--- config.mk ---
export PLATFORM = sky130hd
export DESIGN_NAME = byte_lane_bank
export DESIGN_NICKNAME = d
export VERILOG_FILES = /design/src/logic/mem_stage_pkg.sv /design/src/logic/byte_lane_bank.sv
export SDC_FILE = /design/constraint.sdc
export NUM_CORES = 2
export LEC_CHECK = 0
export ABC_AREA = 1
export BUFFER_PORTS_ARGS = -buffer_cell sky130_fd_sc_hd__clkbuf_2
export CAP_MARGIN = 20
export CORE_ASPECT_RATIO = 0.9
export CORE_MARGIN = 2
export CORE_UTILIZATION = 45
export CTS_BUF_LIST = sky130_fd_sc_hd__clkbuf_16
export DETAILED_ROUTE_END_ITERATION = 12
export PLACE_DENSITY = 0.64
export SLEW_MARGIN = 20
export SYNTH_ARGS = -nofsm -noshare
export SYNTH_HDL_FRONTEND = slang
export SYNTH_SLANG_ARGS = --single-unit
--- constraint.sdc ---
create_clock -name clk -period 2.9 [get_ports clk]
set_clock_uncertainty 0.1 [all_clocks]
set_input_delay 0.145 -clock clk [delete_from_list [all_inputs] [get_ports clk]]
set_output_delay 0.145 -clock clk [all_outputs]
set_load 0.005 [all_outputs]
--- src/logic/mem_stage_pkg.sv ---
`default_nettype none

package mem_stage_pkg;

  localparam int xlen         = 64;
  localparam int lane_count   = 8;
  localparam int byte_w       = 8;
  localparam int offset_w     = 3;  // byte offset inside a doubleword
  localparam int word_index_w = 8;  // 256 doublewords per lane
  localparam int regno_w      = 5;

  typedef logic [xlen-1:0]   xword_t;
  typedef logic [offset_w:0] access_bytes_t;  // 1, 2, 4 or 8, zero for no access

  typedef enum logic [3:0] {
    op_none,
    op_lb,
    op_lbu,
    op_lh,
    op_lhu,
    op_lw,
    op_lwu,
    op_ld,
    op_sb,
    op_sh,
    op_sw,
    op_sd
  } mem_op_e;

  typedef struct packed {
    mem_op_e              op;
    xword_t               alu_result;  // address for loads and stores
    xword_t               rs2_value;
    logic [regno_w-1:0]   rd_regno;
    logic                 update_rd;
  } mem_req_t;

  typedef struct packed {
    logic              we;
    logic [byte_w-1:0] wdata;
  } lane_cmd_t;

  typedef struct packed {
    mem_op_e              op;
    logic [offset_w-1:0]  offset;
    xword_t               alu_result;
    logic [regno_w-1:0]   rd_regno;
    logic                 update_rd;
  } mem_sideband_t;

  typedef struct packed {
    xword_t               mdata;
    xword_t               alu_result;
    logic [regno_w-1:0]   rd_regno;
    logic                 update_rd;
  } mem_resp_t;

  function automatic logic is_load(mem_op_e op);
    return op inside {op_lb, op_lbu, op_lh, op_lhu, op_lw, op_lwu, op_ld};
  endfunction

  function automatic logic is_store(mem_op_e op);
    return op inside {op_sb, op_sh, op_sw, op_sd};
  endfunction

  function automatic access_bytes_t access_bytes(mem_op_e op);
    case (op)
      op_lb, op_lbu, op_sb: return access_bytes_t'(1);
      op_lh, op_lhu, op_sh: return access_bytes_t'(2);
      op_lw, op_lwu, op_sw: return access_bytes_t'(4);
      op_ld, op_sd:         return access_bytes_t'(8);
      default:              return access_bytes_t'(0);
    endcase
  endfunction

  // natural alignment by access size
  function automatic logic is_aligned(mem_op_e op, logic [offset_w-1:0] offset);
    access_bytes_t nbytes;
    logic [offset_w-1:0] low_mask;
    nbytes   = access_bytes(op);
    low_mask = nbytes[offset_w-1:0] - 1'b1;  // wraps to all ones for a doubleword
    return (nbytes != '0) && ((offset & low_mask) == '0);
  endfunction

endpackage

`default_nettype wire
--- src/logic/byte_lane_bank.sv ---
`timescale 1ns/1ps
`default_nettype none

module byte_lane_bank (
  input  logic                                   clk,
  input  logic [mem_stage_pkg::word_index_w-1:0] word_index,
  input  mem_stage_pkg::lane_cmd_t               cmd,
  output logic [mem_stage_pkg::byte_w-1:0]       rdata
);

  logic [mem_stage_pkg::byte_w-1:0] mem [2**mem_stage_pkg::word_index_w];

  // read sees the old byte when the same word is written
  always_ff @(posedge clk) begin
    rdata <= mem[word_index];
    if (cmd.we) begin
      mem[word_index] <= cmd.wdata;
    end
  end

endmodule

`default_nettype wire

---- After elaboration in Yosys (flattened, before gate mapping) ----
Memories as Yosys holds them, arrays and structs flattened. A register that Yosys moved wholly into a read port is not among the register bits.
Cells that the tools add are included.
storage, ports and cells
  register bits ........................... 0
  memory bits (writable) .................. 2,048
  output and inout bits ................... 8
  memories kept ........................... 1
operators by class
  multiplexer cells ....................... 2
memories
  memory  depth  width  rd ports  clocked after memory_dff  write ports  line                  text
  mem     256    8      1         1                         1            byte_lane_bank.sv:11  logic [mem_stage_pkg::byte_w-1:0] mem [2**mem_stage_pkg::word_index_w];
operator list
  cell               number
  1-bit two-way mux  2

---- Logic depth before layout (Yosys ltp) ----
  depth after elaboration ................. 2
  mapped depth ............................ 15
  depth with buffers taken out ............ 13

---- Worst setup path before layout ----
OpenSTA, ideal clock, no wires.
  path kind ............................... input -> register
  start point ............................. input word_index[1] in the netlist's numbering
  end point ............................... memory mem[234][0] in the netlist's numbering, enable pin
  arrival time ............................ 1.615 ns
  required time ........................... 2.430 ns
  setup slack ............................. 0.815 ns
  stages .................................. 10
  path buffers ............................ 4
  cells stage by stage .................... buf_4 inv_4 nor2_8 buf_4 buf_4 inv_2 nor2_1 nand2_1 clkbuf_1 nor2_1
RTL lines
  element          line                  text
  start, declared  byte_lane_bank.sv:6   input logic [mem_stage_pkg::word_index_w-1:0] word_index,
  end, declared    byte_lane_bank.sv:11
Straight into the memory's write port.

==> summary.md <==
| Metric | Value |
|---|---|
| CP cell instances | `nand2_1, nand2_1, nand2_1, nand3_1, nand2_1, nand2_1, o21ai_1, nand2_1, nor2_1, nor2_1, nor2_1, nand2_1` |
| DP Worst Slack | `-200 ps` |
| Vias in the first global route | `54500` |
| Layout cells sized above 1 | `0.0847` |
| Placed Instances | `10600` |
| Slew margin rel. | `0.341` |
| Area post-placement | `90500 um2` |
| Syn Inst Count | `8021` |
| Die width | `462 um` |
| Startpoint Class | `flip-flop` |
| Largest net degree at the start of global routing | `122` |
| Row count | `151` |
| #FFs+latches synth | `2056` |
| Clock Path Buffers | `3` |
| GRT Util Overall | `0.238` |
| PortBufs | `25` |
| Status | `complete, no violations` |
| Maximum clock rate | `0.400 GHz` |
| Largest area contributor in the netlist | `edfxtp_1` |
| P&R area growth vs syn | `14.2%` |
| Area contributors post-synth | `edfxtp_1, nand2_1, nor2_1` |
| Post_cts resized | `0` |
| Critical path's most frequent cell | `nand2_1` |
| Clock slew at reported path FFs | `60 ps` |
| CTS root buffer | `clkbuf_16` |
| Required time of the critical path | `3490 ps` |
| H-tree depth | `4` |
| Cell variety after synth | `18` |
| Top delay family on crit path | `simple AND/OR/NAND/NOR gates` |
| Top_reg_cell synth | `edfxtp_1` |
| Final ANT Viol Nets | `0` |
| Worst slew pin tran | `984 ps` |
| Share of the synthesized area in the top cell type | `0.725` |
| Final Instance Area | `96900 um2` |
| DRT Wirelength | `231000 um` |
| Initial Util | `0.452` |
| Max VDD drop | `0.608 mV` |
| P per Cell Area | `640 nW/um2` |
| Mean routed wirelength per cell | `21.2 um` |
| CTS Sinks | `2056` |
| CP max FO | `1` |
| Die area | `192000 um2` |
| Sw Share | `0.227` |
| Crit-path slowest cell | `nor2_1` |
| Worst path bufs/invs | `0` |
| Crit path time final | `2500 ps` |
| Max incr delay on CP | `570 ps` |
| Commonest cells post-synth | `nand2_1, edfxtp_1, nor2_1` |
| Hpwl dp | `137000 um` |
| First drt pass iteration count | `6` |
| Flop2flop setup slack | `400 ps` |
| Max Slew Vio Count | `0` |
| Vias/cell | `5.25` |
| Number of I/O pins | `26` |
| Antenna violations before repair | `17` |
| TritonCTS buffer count | `201` |
| Arrival @ worst endpoint | `3090 ps` |
| Critical path class | `reg2reg` |
| Area of the core | `188000 um2` |
| Syn_area_per_cell | `10.6 um2` |
| Switching power | `14.1 mW` |
| EDFF count, synth | `2048` |
| Logic pwr share | `0.061` |
| Most common cell in the netlist | `nand2_1` |
| Clk_lat worst skew | `840 ps` |
| Final cell count without fillers | `10900` |
| CTS tree | `done` |
| Power, Total | `62.0 mW` |
| Final period util | `0.863` |
| Hold_ws | `123 ps` |
| Hold Vio Cnt, Final | `0` |
| First-pass GRT wire length | `345000 um` |
| Clock network fraction of total power | `0.411` |
| Total vias in the final route | `57400` |
| Yosys warns | `0` |
| Sequential-to-total area share from yosys stat | `0.727` |
| Worst hold path type | `in2reg` |
| Reg power frac | `0.529` |
| Post-Syn Nets | `8039` |
| Endpoint class of the critical path | `flip-flop` |
| Gr ovfl total | `0` |
| Final setup margin | `397 ps` |
| Die Y-Extent | `416 um` |
| Routability Congestion | `0.882` |
| Ys async rst share | `0` |
| DRC viols | `0` |
| Initial DRC count | `6659` |
| RSZ-0062 raised after global routing | `false` |
| Layout net count | `8260` |
| Synth Cell Area | `84900 um2` |
| Pint | `47.9 mW` |
| Max_cap viols | `0` |
| Final setup fails | `0` |
| Leak | `38.9 nW` |
tightest hold or removal path, delay by kind of cell:
kind	cells	cell delay [ps]
buffers and inverters	2	360
AND/OR/NAND/NOR	3	330
flip-flops by register name, summed over array words and instances, names as in the netlist:
name	cells
rdata	8
mem	2048
metal layers:
metal  GRT usage  wire, um
met1       0.347     98400
met4      0.0808      7670
met2       0.359    103000
met5           0        62
met3      0.0465     21900
per-stage QoR:
| stage | utilization | TNS (ps) |
|---|---|---|
| CTS | 0.516 | 0 |
| global placement | 0.482 | -487 |
| floorplan | - | 0 |
| detailed placement | 0.482 | -536 |
| global route | 0.516 | 0 |
| finish | 0.516 | 0 |
kinds of logic after synthesis:
kind of cell / count (synthesis) / synth area share
DFF: 2056 / 0.727
and+or+nand+nor: 5321 / 0.238
AOI/OAI and AO/OA: 192 / 0.0113
buffers and inverters: 452 / 0.0236
power by group through the flow:
stage / combinational (mW) / clock (mW) / sequential (mW)
2_1_floorplan: 1.86 / 0 / 33.4
5_1_grt: 4.09 / 26.9 / 32.8
6_report: 3.76 / 25.5 / 32.8
3_5_place_dp: 3.71 / 0 / 33.4
3_3_place_gp: 3.68 / 0 / 33.4
4_1_cts: 3.73 / 25.7 / 32.8
final timing paths:
| kind | startpoint | end | cells past startpoint |
|---|---|---|---|
| worst max-delay path | mem[112][4]$_DFFE_PP_ | rdata[4]$_DFF_P_ | 12 |
| worst min-delay path | word_index[1] | mem[163][0]$_DFFE_PP_ | 5 |
| worst max register to register | mem[112][4]$_DFFE_PP_ | rdata[4]$_DFF_P_ | 12 |
| worst min register to register | mem[94][5]$_DFFE_PP_ | rdata[5]$_DFF_P_ | 10 |
area by class of cell:
cell class,count,area [um2]
inverters,35,165
fillers,16300,90900
well taps,2524,3160
multi-input cells,5513,21200
diodes,3,7.51
clock inverters,165,1270
repair buffers,435,4320
flip-flops and latches,2056,61700
clock buffers,204,5100
cells in the final DEF, fill, tap and decap left out, types with 2 or more instances in the layout:
master            n
clkinv_2         31
inv_6             3
nand2_1        4765
inv_4             2
dlygate4sd3_1     8
a21oi_1          32
buf_12           80
buf_4           322
clkinv_16         2
nor2_1          356
nand3_1         188
inv_16            4
clkbuf_2         15
inv_1            74
clkinvlp_4        4
clkbuf_16       204
buf_8            10
o21ai_0          41
nor2_4            5
clkinv_1         57
bufinv_16        17
diode_2           3
o21ai_1         119
clkinv_8          3
nand2_2           5
edfxtp_1       2048
dfxtp_1           8
what timing repair did:
action / CTS / global route
hold endpoints to repair: 1714 / 0
buffers inserted: 0 / 0
hold buffers: 8 / 0
Power figures use the tool's default switching activity.
