$ cat config.mk
export PLATFORM = sky130hd
export DESIGN_NAME = load_extract
export DESIGN_NICKNAME = d
export VERILOG_FILES = /design/src/logic/mem_stage_pkg.sv /design/src/logic/load_extract.sv
export SDC_FILE = /design/constraint.sdc
export NUM_CORES = 1
export LEC_CHECK = 0
export ABC_AREA = 1
export BUFFER_PORTS_ARGS = -buffer_cell sky130_fd_sc_hd__buf_2
export CELL_PAD_IN_SITES_DETAIL_PLACEMENT = 0
export CELL_PAD_IN_SITES_GLOBAL_PLACEMENT = 2
export CORE_ASPECT_RATIO = 0.8
export CORE_UTILIZATION = 25
export DETAILED_ROUTE_END_ITERATION = 6
export GPL_TIMING_DRIVEN = 0
export PLACE_DENSITY = 0.74
export SYNTH_ARGS = -nofsm -noshare
export SYNTH_HDL_FRONTEND = slang
export SYNTH_SLANG_ARGS = --single-unit
$ cat constraint.sdc
create_clock -name clk -period 6.6 [get_ports clk]
set_input_delay 1.32 -clock clk [delete_from_list [all_inputs] [get_ports clk]]
set_output_delay 1.32 -clock clk [all_outputs]
set_load 0.05 [all_outputs]
$ cat src/logic/mem_stage_pkg.sv
`default_nettype none

package mem_stage_pkg;

  localparam int xlen         = 64;
  localparam int lane_count   = 8;
  localparam int byte_w       = 8;
  localparam int offset_w     = 3;  // byte offset inside a doubleword
  localparam int word_index_w = 8;  // 256 doublewords per lane
  localparam int regno_w      = 5;

  typedef logic [xlen-1:0]   xword_t;
  typedef logic [offset_w:0] access_bytes_t;  // 1, 2, 4 or 8, zero for no access

  typedef enum logic [3:0] {
    op_none,
    op_lb,
    op_lbu,
    op_lh,
    op_lhu,
    op_lw,
    op_lwu,
    op_ld,
    op_sb,
    op_sh,
    op_sw,
    op_sd
  } mem_op_e;

  typedef struct packed {
    mem_op_e              op;
    xword_t               alu_result;  // address for loads and stores
    xword_t               rs2_value;
    logic [regno_w-1:0]   rd_regno;
    logic                 update_rd;
  } mem_req_t;

  typedef struct packed {
    logic              we;
    logic [byte_w-1:0] wdata;
  } lane_cmd_t;

  typedef struct packed {
    mem_op_e              op;
    logic [offset_w-1:0]  offset;
    xword_t               alu_result;
    logic [regno_w-1:0]   rd_regno;
    logic                 update_rd;
  } mem_sideband_t;

  typedef struct packed {
    xword_t               mdata;
    xword_t               alu_result;
    logic [regno_w-1:0]   rd_regno;
    logic                 update_rd;
  } mem_resp_t;

  function automatic logic is_load(mem_op_e op);
    return op inside {op_lb, op_lbu, op_lh, op_lhu, op_lw, op_lwu, op_ld};
  endfunction

  function automatic logic is_store(mem_op_e op);
    return op inside {op_sb, op_sh, op_sw, op_sd};
  endfunction

  function automatic access_bytes_t access_bytes(mem_op_e op);
    case (op)
      op_lb, op_lbu, op_sb: return access_bytes_t'(1);
      op_lh, op_lhu, op_sh: return access_bytes_t'(2);
      op_lw, op_lwu, op_sw: return access_bytes_t'(4);
      op_ld, op_sd:         return access_bytes_t'(8);
      default:              return access_bytes_t'(0);
    endcase
  endfunction

  // natural alignment by access size
  function automatic logic is_aligned(mem_op_e op, logic [offset_w-1:0] offset);
    access_bytes_t nbytes;
    logic [offset_w-1:0] low_mask;
    nbytes   = access_bytes(op);
    low_mask = nbytes[offset_w-1:0] - 1'b1;  // wraps to all ones for a doubleword
    return (nbytes != '0) && ((offset & low_mask) == '0);
  endfunction

endpackage

`default_nettype wire
$ cat src/logic/load_extract.sv
`timescale 1ns/1ps
`default_nettype none

module load_extract (
  input  logic                                  clk,
  input  logic                                  rst_n,
  input  logic                                  flush,
  input  logic                                  s1_valid,
  input  mem_stage_pkg::mem_sideband_t          sideband,
  input  logic [mem_stage_pkg::lane_count-1:0][mem_stage_pkg::byte_w-1:0] lane_data,
  output logic                                  out_valid,
  output mem_stage_pkg::mem_resp_t              resp
);

  logic                         s2_valid;
  mem_stage_pkg::mem_sideband_t sb_q;
  mem_stage_pkg::xword_t        line;
  mem_stage_pkg::xword_t        picked;
  mem_stage_pkg::xword_t        mdata;

  always_ff @(posedge clk or negedge rst_n) begin
    if (!rst_n) begin
      s2_valid  <= 1'b0;
      out_valid <= 1'b0;
    end else begin
      s2_valid  <= s1_valid && !flush;
      out_valid <= s2_valid && !flush;
    end
  end

  // lines up with the bank read issued on the same edge
  always_ff @(posedge clk) begin
    if (s1_valid) begin
      sb_q <= sideband;
    end
  end

  assign line   = lane_data;
  assign picked = line >> (sb_q.offset * mem_stage_pkg::byte_w);  // addressed byte to bit 0

  always_comb begin
    mdata = '0;
    if (mem_stage_pkg::is_load(sb_q.op) && mem_stage_pkg::is_aligned(sb_q.op, sb_q.offset)) begin
      case (sb_q.op)
        mem_stage_pkg::op_lb: begin
          mdata = mem_stage_pkg::xword_t'($signed(picked[mem_stage_pkg::byte_w-1:0]));
        end
        mem_stage_pkg::op_lbu: begin
          mdata = mem_stage_pkg::xword_t'(picked[mem_stage_pkg::byte_w-1:0]);
        end
        mem_stage_pkg::op_lh: begin
          mdata = mem_stage_pkg::xword_t'($signed(picked[2*mem_stage_pkg::byte_w-1:0]));
        end
        mem_stage_pkg::op_lhu: begin
          mdata = mem_stage_pkg::xword_t'(picked[2*mem_stage_pkg::byte_w-1:0]);
        end
        mem_stage_pkg::op_lw: begin
          mdata = mem_stage_pkg::xword_t'($signed(picked[4*mem_stage_pkg::byte_w-1:0]));
        end
        mem_stage_pkg::op_lwu: begin
          mdata = mem_stage_pkg::xword_t'(picked[4*mem_stage_pkg::byte_w-1:0]);
        end
        mem_stage_pkg::op_ld: begin
          mdata = picked;
        end
        default: begin
          mdata = '0;
        end
      endcase
    end
  end

  always_ff @(posedge clk) begin
    if (s2_valid) begin
      resp.mdata      <= mdata;
      resp.alu_result <= sb_q.alu_result;  // forwarded for write-back
      resp.rd_regno   <= sb_q.rd_regno;
      resp.update_rd  <= sb_q.update_rd;
    end
  end

endmodule

`default_nettype wire

Word level (Yosys, flattened, before mapping)
Memories as Yosys holds them, arrays and structs flattened. A register that Yosys moved wholly into a read port is not among the register bits.
Index checks and enable logic that the tools add are counted.
Word-level totals
  logic and storage cells: 32
  memories: 1
  flip-flop bits (word level): 213
  memory bits (read-only): 64
  output and inout bits: 135
  bits in writable memories: 0
  latch bits: 0
Memories
  (no name shown): words 16, bits a word 4, read ports 1, clocked after Yosys merged registers in 1, wr ports 0, RTL line mem_stage_pkg.sv:67  | case (op)
Cells by class
  shift operators: 1
  order comparisons: 0
  multiply operators: 0
  eq/ne operators: 7
  reduce and logical (&&, ||, !) cells: 8
  div/mod/pow operators: 0
  bitwise logic cells: 1
  add/sub/neg operators: 1
  muxes and demuxes: 2
Operators with widths (number)
  case mux 64 bit (7 select lines): 1
  right shift 64 x 6 -> 64 bit: 1
  equality test 4 x 3 -> 1 bit, second input constant: 4
  equality test 4 x 2 -> 1 bit, second input constant: 2
  nonzero test 7 bit: 1
  equality test 4 x 1 -> 1 bit, second input constant: 1
  logical AND 1 bit: 4
  two-way mux 4 bit: 1
  nonzero test 4 bit: 1
  AND 3 bit: 1
  zero test 3 bit: 1
  subtractor 3 x 1 -> 3 bit, second input constant: 1
  zero test 1 bit: 1

Logic depth before layout (Yosys ltp)
  depth after elaboration: 5
  depth in mapped cells: 12

Worst setup path after synthesis
OpenSTA, ideal clock, no wires.
  kind: reg2reg
  start: register s2_valid
  end: register resp[0] in the netlist's numbering, enable pin
  period minus slack after synthesis: 3.515 ns
  cell stages (with the launch flop): 1
  arrival: 3.021 ns
  slack: 3.085 ns
  library setup time: 0.494 ns
  cells stage by stage: dfrtp_1
RTL lines
  start: declaration: RTL line load_extract.sv:15  | logic s2_valid;
  start signal: assignment: RTL line load_extract.sv:26  | s2_valid <= s1_valid && !flush;
  end: declaration: RTL line load_extract.sv:12  | output mem_stage_pkg::mem_resp_t resp
No word-level cell between the ends.

Worst setup path in the final report
  start: register resp[78] in the netlist's numbering
  end: output resp[78] in the netlist's numbering
No word-level cell between the ends.

==> flow_summary.yaml <==
sta:
  final_max_slew_viol_count: 0
  fmax_ghz: 0.396
  worst-slew-pin-transition_ns: 0.857
  fin_crit_sh_pct: 38.3
  setup_violations: 0
  setup_tns_ns: 0
  finalHoldViolCount: 0
  rsz0062_at_grt: "false"
  min_period_ns: 2.53
  relSlewSlack_pct: 42.9
  skew_ns: 0.00987
worst_setup_path:
  path_max_fanout: 1
  max_stage_delay_ns: 0.40
  rr_worst_depth: 7
  critPathCaptureType: "output pin"
  worst_path_max_delay_cell: "edfxtp_1"
  path_buf_inv: 1
  required_ns: 5.28
  crit_type: "reg -> out"
  crit_chain: "buf_2"
  arrival_ns: 1.21
  crit_cells: 1
  path_delay_family: "flip-flops"
  cp-start-kind: "flop"
pwr:
  powerDensity_mw_per_mm2: 289
  switchingPower_mw: 1.04
  share_seq_of_total_power_pct: 46.1
  power_frac_clock_pct: 36.8
  p_leak_nw: 5.34
  swShare_pct: 28.9
  internal_power_mw: 2.55
  max-vdd-ir-drop_mv: 0.233
  comb_power_share_pct: 17.2
synthesis:
  synth_warnings: 0
  syn-num-nets: 1056
  synthFlopType: "edfxtp_1"
  postSynthAreaPerCell_sq_um: 10.6
  netlist_instances: 905
  synth_sequential_area_ratio_pct: 67.6
  netlist_top_cells_area: "edfxtp_1, nand2_1, nand3_1, nor2_1, inv_1"
  yosysMostFrequentCell: "nand2_1"
  ys_types: 31
  synth_common_cells: "nand2_1, edfxtp_1, nand3_1"
  yosys_register_bits: 217
  synthArstFlopShare_pct: 0.922
  netlist.area_leader.share_pct: 66.3
  synth_edf_count: 211
  synth_largest_area_cell: "edfxtp_1"
  netlist_area_sq_mm: 0.00956
min_path:
  holdCritPathClass: "reg -> reg"
  holdPathStages: 0
global_route:
  antenna_found_initial: 2
  grt.overflow.total: 0
  grt_pass1_wl_mm: 46.3
  grt_pass1_vias: 7730
  grt_usage_pct: 16.0
  grt_max_degree: 56
cts:
  ctsResizeCount: 0
  cts_buffers: 24
  htree_num_levels: 1
  clockRootBuffer: "clkbuf_16"
  cts_tree: "yes"
  cts_hold_buf: 0
  clock_latency_ns: 0.52
  clkTransAtPathRegs_ns: 0.07
  cts_sinks: 217
  cts_max_path_buffers: 3
  post-cts-setup-buffers: 0
route:
  wl_mm: 31.7
  avgRoutedWirePerCell_um: 18.5
  drt-pass1-iter-count: 7
  drt_iter0_markers: 553
  ant_nets: 0
  drc: 15
  vias: 7668
  via_per_inst: 4.47
placement:
  place_congestion: 0.890
  dpl.hpwl_mm: 24.8
  io_buffers: 279
  dpl_cell_area_sq_mm: 0.0116
run_status:
  outcome: "finished, violations left"
  violations: "DRC"
cells_and_area:
  fillCellCount: 3908
  fin_area_sq_mm: 0.0124
  num-nets-final: 1364
  drive_gt1_share_pct: 30.5
  n_antenna_cell: 0
  areaGrowthSynthToFinish_pct: 30.0
die:
  die_h_um: 177
  io_pins: 280
  std_cell_rows: 63
  core-area_sq_mm: 0.0374
  die_w_um: 221
  initial_core_util_pct: 25.6
  dieArea_sq_mm: 0.0390
run:
  cap_viol_max_count: 0
state kept, by name (all words and copies together), names as in the netlist, named ones only:
name and flops:
sb_q 77, out_valid 1, resp 134, s2_valid 1
path summary, 6_finish.rpt:
check	slack (ns)	end	from
worst max-delay path	4.07	resp[78]	resp[78]$_SDFFCE_PN0P_
worst min register to register	0.41	resp[58]$_DFFE_PP_	sb_q[58]$_DFFE_PP_
worst min-delay path	0.41	resp[58]$_DFFE_PP_	sb_q[58]$_DFFE_PP_
max in group asynchronous	5.92	s2_valid$_DFF_PN0_	rst_n
worst max register to register	4.38	resp[81]$_SDFFCE_PN0P_	sb_q[76]$_DFFE_PP_
min in group asynchronous	0.58	s2_valid$_DFF_PN0_	rst_n
power groups by stage:
stage | sequential (mW) | clock [mW] | combinational (mW)
after floorplan | 1.88 | 0 | 0.197
final | 1.65 | 1.32 | 0.615
after CTS | 1.65 | 1.36 | 0.619
after global routing | 1.66 | 1.41 | 0.664
after global placement | 1.69 | 0 | 0.600
after detailed placement | 1.68 | 0 | 0.618
layer usage:
metal / track usage (%) / share of wire, % / vias up
li1: - / - / 3696
met1: 21.6 / 44 / 3673
met2: 25.5 / 46 / 248
met3: 4.14 / 7.8 / 47
met4: 4.00 / 2.2 / 4
met5: 0 / 0.085 / -
cell type report:
cell class,count,area (sq um),area share [%]
sequential,217,6470,52.1
inverter,54,204,1.64
clock inverter,15,141,1.14
multi-input combinational,580,2560,20.6
timing repair buffer,282,1470,11.9
clock buffer,28,637,5.13
buffer,54,328,2.64
tap,487,609,4.90
stage by stage:
step                hold slack [ns]  worst slack, ns  std cells  util, %  power [mW]
CTS                           0.408             4.02       1717     33.3        3.63
detailed placement            0.405             3.54       1674     31.2        2.30
global route                  0.416             3.90       1717     33.3        3.73
finish                        0.410             4.07       1717     33.3        3.59
floorplan                     0.400             3.08        905        -        2.08
global placement              0.400             1.80       1671     31.0        2.29
cell usage in the layout (no fill, tap or decap), types with 2 or more instances in the layout:
cell,synthesis,final
nand4_1,16,16
buf_2,25,303
nand3_1,114,114
buf_16,0,2
nor3_1,4,4
a21oi_1,30,30
inv_6,0,2
nand3_2,3,3
or2_2,3,3
o21ai_0,21,21
bufinv_16,0,2
clkinv_2,1,4
ha_1,6,6
buf_1,2,2
nand2_1,291,291
dfxtp_1,4,4
clkinvlp_4,0,3
buf_4,9,10
inv_2,3,3
o21ai_1,5,5
edfxtp_1,211,211
nor2_1,78,78
clkbuf_16,0,25
clkbuf_1,10,13
buf_6,8,8
clkinv_1,0,4
inv_1,50,50
logic make-up (layout without fill, tap and decap cells):
| family | after synthesis | after routing | share of synthesized area (%) |
|---|---|---|---|
| xor+xnor | 1 | 1 | 0.0916 |
| simple gates | 513 | 513 | 22.7 |
| buf+inv | 108 | 433 | 5.56 |
| fa+ha+maj | 6 | 6 | 0.785 |
| flops | 217 | 217 | 67.6 |
| compound gates | 60 | 60 | 3.22 |
Power figures use the tool's default switching activity.
