**src/logic/mem_stage_pkg.sv**
```systemverilog
`default_nettype none

package mem_stage_pkg;

  localparam int xlen         = 64;
  localparam int lane_count   = 8;
  localparam int byte_w       = 8;
  localparam int offset_w     = 3;  // byte offset inside a doubleword
  localparam int word_index_w = 8;  // 256 doublewords per lane
  localparam int regno_w      = 5;

  typedef logic [xlen-1:0]   xword_t;
  typedef logic [offset_w:0] access_bytes_t;  // 1, 2, 4 or 8, zero for no access

  typedef enum logic [3:0] {
    op_none,
    op_lb,
    op_lbu,
    op_lh,
    op_lhu,
    op_lw,
    op_lwu,
    op_ld,
    op_sb,
    op_sh,
    op_sw,
    op_sd
  } mem_op_e;

  typedef struct packed {
    mem_op_e              op;
    xword_t               alu_result;  // address for loads and stores
    xword_t               rs2_value;
    logic [regno_w-1:0]   rd_regno;
    logic                 update_rd;
  } mem_req_t;

  typedef struct packed {
    logic              we;
    logic [byte_w-1:0] wdata;
  } lane_cmd_t;

  typedef struct packed {
    mem_op_e              op;
    logic [offset_w-1:0]  offset;
    xword_t               alu_result;
    logic [regno_w-1:0]   rd_regno;
    logic                 update_rd;
  } mem_sideband_t;

  typedef struct packed {
    xword_t               mdata;
    xword_t               alu_result;
    logic [regno_w-1:0]   rd_regno;
    logic                 update_rd;
  } mem_resp_t;

  function automatic logic is_load(mem_op_e op);
    return op inside {op_lb, op_lbu, op_lh, op_lhu, op_lw, op_lwu, op_ld};
  endfunction

  function automatic logic is_store(mem_op_e op);
    return op inside {op_sb, op_sh, op_sw, op_sd};
  endfunction

  function automatic access_bytes_t access_bytes(mem_op_e op);
    case (op)
      op_lb, op_lbu, op_sb: return access_bytes_t'(1);
      op_lh, op_lhu, op_sh: return access_bytes_t'(2);
      op_lw, op_lwu, op_sw: return access_bytes_t'(4);
      op_ld, op_sd:         return access_bytes_t'(8);
      default:              return access_bytes_t'(0);
    endcase
  endfunction

  // natural alignment by access size
  function automatic logic is_aligned(mem_op_e op, logic [offset_w-1:0] offset);
    access_bytes_t nbytes;
    logic [offset_w-1:0] low_mask;
    nbytes   = access_bytes(op);
    low_mask = nbytes[offset_w-1:0] - 1'b1;  // wraps to all ones for a doubleword
    return (nbytes != '0) && ((offset & low_mask) == '0);
  endfunction

endpackage

`default_nettype wire
```
**src/logic/store_align.sv**
```systemverilog
`timescale 1ns/1ps
`default_nettype none

module store_align (
  input  logic                                   clk,
  input  logic                                   rst_n,
  input  logic                                   flush,
  input  logic                                   in_enable,
  input  mem_stage_pkg::mem_req_t                req,
  output logic                                   s1_valid,
  output logic [mem_stage_pkg::word_index_w-1:0] word_index,
  output mem_stage_pkg::lane_cmd_t [mem_stage_pkg::lane_count-1:0] lane_cmd,
  output mem_stage_pkg::mem_sideband_t           sideband
);

  mem_stage_pkg::mem_req_t              req_q;
  logic [mem_stage_pkg::offset_w-1:0]   offset;
  mem_stage_pkg::access_bytes_t         nbytes;
  logic                                 store_ok;
  logic [mem_stage_pkg::lane_count-1:0] we_mask;
  mem_stage_pkg::xword_t                wdata_shifted;

  always_ff @(posedge clk or negedge rst_n) begin
    if (!rst_n) begin
      s1_valid <= 1'b0;
    end else begin
      s1_valid <= in_enable && !flush;
    end
  end

  always_ff @(posedge clk) begin
    if (in_enable) begin
      req_q <= req;
    end
  end

  assign offset     = req_q.alu_result[mem_stage_pkg::offset_w-1:0];
  assign word_index = req_q.alu_result[mem_stage_pkg::offset_w +: mem_stage_pkg::word_index_w];
  assign nbytes     = mem_stage_pkg::access_bytes(req_q.op);

  // misaligned stores and flushed slots write nothing
  assign store_ok = s1_valid && !flush
                    && mem_stage_pkg::is_store(req_q.op)
                    && mem_stage_pkg::is_aligned(req_q.op, offset);

  always_comb begin
    we_mask = '0;
    for (int k = 0; k < mem_stage_pkg::lane_count; k++) begin
      if (store_ok && (k >= offset) && (k < offset + nbytes)) begin
        we_mask[k] = 1'b1;
      end
    end
  end

  // byte 0 of the store data lands on the lane at the offset
  assign wdata_shifted = req_q.rs2_value << (offset * mem_stage_pkg::byte_w);

  always_comb begin
    for (int k = 0; k < mem_stage_pkg::lane_count; k++) begin
      lane_cmd[k].we    = we_mask[k];
      lane_cmd[k].wdata = wdata_shifted[k*mem_stage_pkg::byte_w +: mem_stage_pkg::byte_w];
    end
  end

  assign sideband.op         = req_q.op;
  assign sideband.offset     = offset;
  assign sideband.alu_result = req_q.alu_result;
  assign sideband.rd_regno   = req_q.rd_regno;
  assign sideband.update_rd  = req_q.update_rd;

endmodule

`default_nettype wire

```
**config.mk**
```make
export PLATFORM = sky130hd
export DESIGN_NAME = store_align
export DESIGN_NICKNAME = d
export VERILOG_FILES = /design/src/logic/mem_stage_pkg.sv /design/src/logic/store_align.sv
export SDC_FILE = /design/constraint.sdc
export NUM_CORES = 1
export LEC_CHECK = 0
export BUFFER_PORTS_ARGS = -buffer_cell sky130_fd_sc_hd__buf_2
export CAP_MARGIN = 5
export CORE_ASPECT_RATIO = 1.25
export CORE_MARGIN = 4
export CORE_UTILIZATION = 50
export CTS_CLUSTER_DIAMETER = 150
export DETAILED_ROUTE_END_ITERATION = 6
export PLACE_DENSITY = 0.92
export RECOVER_POWER = 100
export SYNTH_ARGS = -nofsm -noshare
export SYNTH_HDL_FRONTEND = slang
export SYNTH_SLANG_ARGS = --single-unit
```
**constraint.sdc**
```tcl
create_clock -name clk -period 4.8 [get_ports clk]
set_input_delay 0.96 -clock clk [delete_from_list [all_inputs] [get_ports clk]]
set_output_delay 0.96 -clock clk [all_outputs]
set_load 0.02 [all_outputs]
```
# --- Yosys cells after proc, flatten, opt, wreduce, memory -nomap -nowiden ---
# Memories as Yosys holds them, arrays and structs flattened. A register that Yosys moved wholly into a read port is not among the register bits.
# Index checks and enable logic that the tools add are counted.
totals:
  regBits: 139
  mem_bits_ro: 128
  out_inout_bits: 158
  elab_cells: 65
  n_memories: 2
mem_list:
  columns: ["name", "depth", "word_bits", "rd", "rd_ports_with_merged_regs", "write_ports", "line", "rtl"]
  rows:
  - ["(no name shown)", 16, 4, 1, 1, 0, "mem_stage_pkg.sv:67", "case (op)"]
  - ["(no name shown)", 16, 4, 1, 1, 0, "mem_stage_pkg.sv:67", null]
classes:
  n_addsub: 2
  order_cmp: 15
  eq_ne: 4
  n_shift: 1
  mux: 10
  bitwise: 1
  reduce_logical: 24
op_table:
  columns: ["op", "count"]
  rows:
  - ["less-than comparator 3 x 32 -> 1 bit (first input constant)", 3]
  - ["less-than comparator 1 x 32 -> 1 bit (first input constant)", 2]
  - ["less-than comparator 2 x 32 -> 1 bit (first input constant)", 2]
  - ["left shift 64 x 6 -> 64 bit", 1]
  - ["logical AND 1 bit", 20]
  - ["== test 4 bit (second input constant)", 4]
  - [">= comparator 3 bit (first input constant)", 3]
  - ["two-way mux 1 bit", 8]
  - ["two-way mux 4 bit", 2]
  - ["nonzero test 4 bit", 2]
  - [">= comparator 1 x 3 -> 1 bit (first input constant)", 2]
  - [">= comparator 2 x 3 -> 1 bit (first input constant)", 2]
  - ["adder 3 x 4 -> 5 bit", 1]
  - ["less-than comparator 3 x 5 -> 1 bit (first input constant)", 1]
  - ["bitwise AND 3 bit", 1]
  - ["logical NOT 3 bit", 1]
  - ["subtractor 3 x 1 -> 3 bit (second input constant)", 1]
  - ["logical NOT 1 bit", 1]

# --- Longest topological paths before layout ---
# Gate-level depths: netlist of run 1.
logic_depth:
  word_depth: 8
  depth_mapped: 6
  mapped_depth_nobuf: 6

# --- Least setup slack after synthesis of run 1 ---
# Ideal clock, no wire load.
synth_path:
  kind: "register to output"
  from: "reg req_q, in the netlist sideband[6]"
  to: "out lane_cmd[62] in the netlist's numbering"
  arrival_time_ns: 2.241
  setup_slack_ns: 1.599
  path_stages_with_launch: 7
  n_path_buf: 0
  cell_sequence: "edfxtp_1 ha_1 fa_1 nor2b_1 a21o_1 a21oi_1 a2111oi_2"
synth_rtl:
  columns: ["item", "line", "rtl"]
  rows:
  - ["from (decl)", "store_align.sv:16", "mem_stage_pkg::mem_req_t req_q;"]
  - ["from (signal assigned)", "store_align.sv:33", "req_q <= req;"]
  - ["to (decl)", "store_align.sv:12", "output mem_stage_pkg::lane_cmd_t [mem_stage_pkg::lane_count-1:0] lane_cmd,"]

==> results.py, run 1 <==
metrics = {
    "run_status": {
        "outcome": "complete, but fails checks",
        "violations": "capacitance limit, slew limit",
    },
    "power": {
        "leakage_nw": 3.38,
        "power_density_mw_per_mm2": 410,
        "peakVddDrop_v": 0.000296,
    },
    "sta": {
        "clock_skew_ns": 0.000773,
        "fin_setup_tns_ns": 0,
        "fin_crit_sh_pct": 84.8,
        "fin_crit_ns": 4.07,
        "setup_viol": 0,
        "hold_violations": 0,
        "fin_hold_ws_ns": 0.316,
        "final_max_slew_viol_count": 74,
        "rsz0062_at_grt": "no",
        "slew-limit-headroom_pct": -44.9,
        "max_freq_mhz": 246,
        "final.setup.worst_slack_ns": 0.731,
        "worstMarginPinSlew_ns": 2.17,
    },
    "finish": {
        "fillers": 1142,
        "area_growth_pct": 19.0,
        "multi_input_area_mm2": 0.00211,
        "final_common_cell": "clkbuf_1",
        "nets": 913,
        "final_cell_mix": "clkbuf_1 (155), buf_2 (149), edfxtp_1 (138)",
        "regArea_mm2": 0.00425,
        "drive_gt1_share_pct": 28.6,
    },
    "floorplanning": {
        "die_h_um": 142,
        "die_area_mm2": 0.0164,
        "rows": 48,
        "start_util_pct": 51.6,
        "core_region_area_mm2": 0.0139,
        "top_level_ports": 300,
        "dieWidth_um": 115,
    },
    "clocking": {
        "clockBufferDepth": 2,
        "postCtsSetupRepairBufs": 0,
        "clk_latency_ns": 0.41,
        "cts_hold_buffers": 0,
        "clkTransAtPathRegs_ns": 0.06,
        "cts_root_buffer": "clkbuf_16",
        "cts_max_level": 4,
        "cts.repair.resized": 0,
        "cts_tree": "built",
        "cts_buffers": 17,
        "cts.sinks": 143,
    },
    "logic_synthesis": {
        "synth_top_family_by_area": "multiplexers",
        "yosysWarnings": 0,
        "async_flop_share_pct": 0.699,
        "ys.flop_type": "edfxtp_1",
        "synth_xor_area_share_pct": 0.122,
        "ys_types": 51,
        "yosysSeqAreaShare_pct": 59.1,
        "avgSynthCellArea_um2": 13.2,
        "synth-edff-count": 138,
        "yosys.area_share.simple_pct": 7.37,
        "synth_area_mm2": 0.00719,
        "synth_compound_area_share_pct": 7.08,
        "synth-seq-cells": 143,
        "syn-num-nets": 696,
        "yosys.area_share.adder_pct": 2.02,
        "syn_inst": 543,
        "yosysTopAreaCellShare_pct": 57.6,
        "muxShareOfSynthArea_pct": 12.9,
        "synth.largest_area_cell": "edfxtp_1",
        "synth_area_leaders": "edfxtp_1 (58%), buf_4 (9.3%), mux2i_1 (5.4%)",
    },
    "setup_path": {
        "cp-end-kind": "output port",
        "path_max_fanout": 87,
        "cp_data_required_time_ns": 3.84,
        "critPathLaunchType": "flip-flop",
        "path_class": "flip-flop to output port",
        "cp_data_arrival_time_ns": 3.11,
    },
    "detailed_routing": {
        "dr.pass1.iters": 7,
        "via_count": 5242,
        "wl_per_cell_um": 22.0,
        "antenna_left": 0,
        "vias_per_cell": 5.52,
        "routed_wl_um": 20800,
        "drc": 0,
        "drtIter0Drc": 540,
    },
    "global_route": {
        "grt-ovfl-total": 0,
        "grt_max_degree": 88,
        "grt_first_pass_wirelength_um": 30400,
        "antenna_found_initial": 4,
        "track_usage_pct": 25.1,
        "grt_pass1_vias": 5343,
    },
    "placed_design": {
        "io_buffer_count": 299,
        "dp.final_hpwl_um": 15500,
        "pre_cts_ws_ns": 1.33,
        "gp_congestion": 0.850,
    },
    "hold_path": {
        "hold_class": "input pin to asynchronous set/reset pin",
    },
    "flow_run": {
        "maxCapViolCount": 2,
    },
}
-- path summary, 6_finish.rpt --
kind / slack (ns) / cells past startpoint / endpoint / startpoint
max: 0.73 / 6 / lane_cmd[24] / sideband[6]$_DFFE_PP_
min: 0.32 / 1 / s1_valid$_DFF_PN0_ / rst_n
max reg2reg: 3.48 / 5 / nbytes[1]$_DFF_P_ / sideband[73]$_DFFE_PP_
min reg2reg: 0.71 / 2 / nbytes[0]$_DFF_P_ / sideband[75]$_DFFE_PP_
max in group asynchronous: 4.40 / 1 / s1_valid$_DFF_PN0_ / rst_n
min in group clk: 0.71 / 2 / nbytes[0]$_DFF_P_ / sideband[75]$_DFFE_PP_
-- cell families after synthesis --
logic type / Yosys count
buffers and inverters: 120
muxes: 71
DFF: 143
AOI/OAI and AO/OA: 82
xor gates and xnor gates: 1
and+or+nand+nor: 115
adders and majority gates: 11
-- cell type report --
| type | instances | share of cell area, % |
|---|---|---|
| repair buffers | 308 | 16.0 |
| clock inverters | 12 | 1.59 |
| clock buffers | 20 | 5.10 |
| diodes | 1 | 0.0292 |
| inverters | 10 | 0.438 |
| well taps | 175 | 2.56 |
| multi-input cells | 280 | 24.7 |
| flip-flops and latches | 143 | 49.6 |
-- power breakdown --
part           switching, W  internal [W]  leakage (nW)  total, W
registers         0.0000578       0.00148          1.40   0.00154
logic              0.000455      0.000232          1.71  0.000687
clock network      0.000518      0.000769         0.273   0.00129
-- metal layers --
metal / routed length (um) / track usage (%) / up-vias
met5: 28 / 0 / -
met4: 771 / 10.4 / 6
met3: 2020 / 7.02 / 54
li1: - / - / 2344
met1: 7080 / 27.8 / 2492
met2: 10900 / 44.9 / 346
-- state kept, by name (all words and copies together) (netlist names) --
signal,cells
nbytes,4
sideband,74
s1_valid,1
req_q,64
-- critical path, stage by stage, from the launching register on --
cell,delay (ns)
edfxtp_1,0.36
buf_4,0.81
nor2b_1,0.50
clkbuf_1,0.38
o2bb2ai_1,0.18
and2_1,0.19
clkbuf_1,0.25
-- stage by stage --
| stage | cells | power [W] | utilization, % | cell area, um^2 |
|---|---|---|---|---|
| final | 949 | 0.00352 | 61.5 | 8560 |
| after global routing | 949 | 0.00365 | 61.5 | 8560 |
| after CTS | 948 | 0.00356 | 63.0 | 8770 |
| after detailed placement | 916 | 0.00228 | 58.9 | 8200 |
| after global placement | 916 | 0.00226 | 58.9 | 8200 |
| after floorplan | 543 | 0.00206 | - | 7190 |
-- cells in the mapped netlist (all sizes together), types with 5 or more instances --
master,instances
nor2,47
inv,10
o21ai,26
nor2b,7
edfxtp,138
mux4,16
or2,5
a21oi,29
mux2,16
ha,10
mux2i,39
o22ai,8
and2,10
buf,106
nand2,35
Power figures use the tool's default switching activity.
==> run 2, diff against run 1 <==
--- a/config.mk
+++ b/config.mk
@@ -9,10 +9,10 @@
 export CAP_MARGIN = 5
 export CORE_ASPECT_RATIO = 1.25
 export CORE_MARGIN = 4
-export CORE_UTILIZATION = 50
+export CORE_UTILIZATION = 49
 export CTS_CLUSTER_DIAMETER = 150
 export DETAILED_ROUTE_END_ITERATION = 6
-export PLACE_DENSITY = 0.92
+export PLACE_DENSITY = 0.9
 export RECOVER_POWER = 100
 export SYNTH_ARGS = -nofsm -noshare
 export SYNTH_HDL_FRONTEND = slang
==> constraint.sdc (replaced) <==
create_clock -name clk -period 3.9 [get_ports clk]
set_input_delay 0.78 -clock clk [delete_from_list [all_inputs] [get_ports clk]]
set_output_delay 0.78 -clock clk [all_outputs]
set_load 0.02 [all_outputs]
==> run 2 against run 1 <==
Compared with the run above:
- the run still ends with capacitance limit, slew limit left
- register-to-register slack got worse by 0.87 ns
- clock power rose by 22%
- global-route usage fell by 0.91 points
- sequential power rose by 23%
- utilization fell by 1.8 points
- critical path type unchanged
- largest power group unchanged
==> results.py, run 2 (same netlist as run 1, synthesis figures left out) <==
metrics = {
    "finish": {
        "antennaDiodeCount": 0,
        "final_cell_mix": "clkbuf_1 (148), buf_2 (138), edfxtp_1 (138)",
        "area_growth_pct": 19.4,
        "fillers": 1165,
        "drive_gt1_share_pct": 30.4,
        "nets": 915,
        "final_common_cell": "clkbuf_1",
        "stdcell_area_mm2": 0.00859,
        "fin_util_pct": 59.6,
        "largest_register_ffs": 74,
    },
    "global_route": {
        "antenna_found_initial": 2,
        "grt_first_pass_wirelength_um": 29400,
        "grt_max_degree": 94,
        "grt-ovfl-total": 0,
        "track_usage_pct": 24.2,
        "grt_pass1_vias": 5245,
    },
    "sta": {
        "clock_skew_ns": 0.000721,
        "rsz0062_at_grt": "no",
        "setup_viol": 0,
        "fin_crit_sh_pct": 97.3,
        "fin_hold_ws_ns": 0.127,
        "slew-limit-headroom_pct": -54.2,
        "fin_crit_ns": 3.79,
        "hold_violations": 0,
        "worstMarginPinSlew_ns": 2.31,
        "max_freq_mhz": 264,
        "fin_setup_tns_ns": 0,
        "final_max_slew_viol_count": 94,
    },
    "detailed_routing": {
        "via_count": 5152,
        "antenna_left": 0,
        "drc": 0,
        "routed_wl_um": 20200,
        "dr.pass1.iters": 5,
        "wl_per_cell_um": 21.3,
        "drtIter0Drc": 337,
        "vias_per_cell": 5.41,
    },
    "power": {
        "total_power_w": 0.00432,
        "power_density_mw_per_mm2": 503,
        "peakVddDrop_v": 0.000407,
        "leakage_nw": 3.42,
    },
    "placed_design": {
        "io_buffer_count": 299,
        "placedInstanceArea_mm2": 0.00823,
        "gp_congestion": 0.934,
        "dp.final_hpwl_um": 15300,
    },
    "floorplanning": {
        "start_util_pct": 49.9,
        "rows": 49,
        "top_level_ports": 300,
        "dieWidth_um": 116,
        "die_h_um": 143,
        "core_region_area_mm2": 0.0144,
        "die_area_mm2": 0.0167,
    },
    "setup_path": {
        "path_max_fanout": 9,
        "cp_data_required_time_ns": 3.12,
        "rr_worst_depth": 5,
        "critPathLaunchType": "flip-flop",
        "r2r_setup_slack_ns": 2.61,
        "r2r-end": "nbytes[1]$_DFF_P_",
        "cp_data_arrival_time_ns": 3.01,
        "path_class": "flip-flop to output port",
        "rr_startpoint": "sideband[73]$_DFFE_PP_",
        "cp-end-kind": "output port",
        "startpoint": "sideband[6]$_DFFE_PP_",
    },
    "clocking": {
        "cts.repair.resized": 0,
        "cts_tree": "built",
        "cts_hold_buffers": 0,
        "clkTransAtPathRegs_ns": 0.06,
        "cts_buffers": 17,
        "clk_latency_ns": 0.41,
        "clockBufferDepth": 2,
        "cts.sinks": 143,
        "cts_root_buffer": "clkbuf_16",
        "cts_max_level": 4,
        "postCtsSetupRepairBufs": 0,
    },
    "run_status": {
        "violations": "capacitance limit, slew limit",
        "outcome": "complete, but fails checks",
    },
    "hold_path": {
        "hold_class": "input pin to asynchronous set/reset pin",
    },
    "flow_run": {
        "maxCapViolCount": 1,
    },
}
-- run 2: changes by cell type in the layout (fill, tap and decap cells not counted), moves of 2 or more --
| cell | previous run | this run |
|---|---|---|
| clkbuf_2 | 0 | 19 |
| and2_1 | 6 | 10 |
| clkbuf_1 | 155 | 148 |
| buf_2 | 149 | 138 |
| clkinv_2 | 1 | 3 |
| and2_0 | 4 | 0 |
| mux2_2 | 13 | 16 |
| mux2_1 | 3 | 0 |
-- run 2: metrics by stage --
stage	setup WS (ns)	cells
floorplan	0.879	543
global placement	0.742	921
detailed placement	0.571	921
CTS	0.106	952
global route	0.00890	952
finish	0.105	952
-- run 2: final cells by class --
type | count | area, um^2 | area share [%]
clock buffers | 18 | 429 | 5.00
clock inverters | 13 | 140 | 1.63
inverters | 10 | 37.5 | 0.437
multi-input cells | 280 | 2120 | 24.7
flip-flops and latches | 143 | 4250 | 49.5
well taps | 178 | 223 | 2.59
repair buffers | 310 | 1390 | 16.1
-- run 2: where the power goes --
part / switching, W / total, W / internal [W]
Combinational: 0.000559 / 0.000850 / 0.000290
Sequential: 0.0000714 / 0.00190 / 0.00183
Clock: 0.000630 / 0.00157 / 0.000940
Total: 0.00126 / 0.00432 / 0.00306
-- run 2: metal layers --
layer	vias up	share of wire, %	GRT usage, %
li1	2340	-	-
met1	2460	36	26.6
met2	298	51	41.7
met3	50	9.5	8.76
met4	4	3.6	10.8
met5	-	0.13	0
-- run 2: worst max path at each step --
stage	endpoint	depth (start not counted)
2_1_floorplan	lane_cmd[62]	6
3_3_place_gp	lane_cmd[53]	6
3_5_place_dp	lane_cmd[53]	6
4_1_cts	lane_cmd[53]	6
5_1_grt	lane_cmd[53]	6
6_report	lane_cmd[53]	6
-- run 2: worst max-delay path: stages (launching register included) --
cell	delay, ns
edfxtp_1	0.55
ha_1	0.31
fa_1	0.45
or2_2	0.31
a2111oi_0	0.69
a2111oi_2	0.09
buf_2	0.19
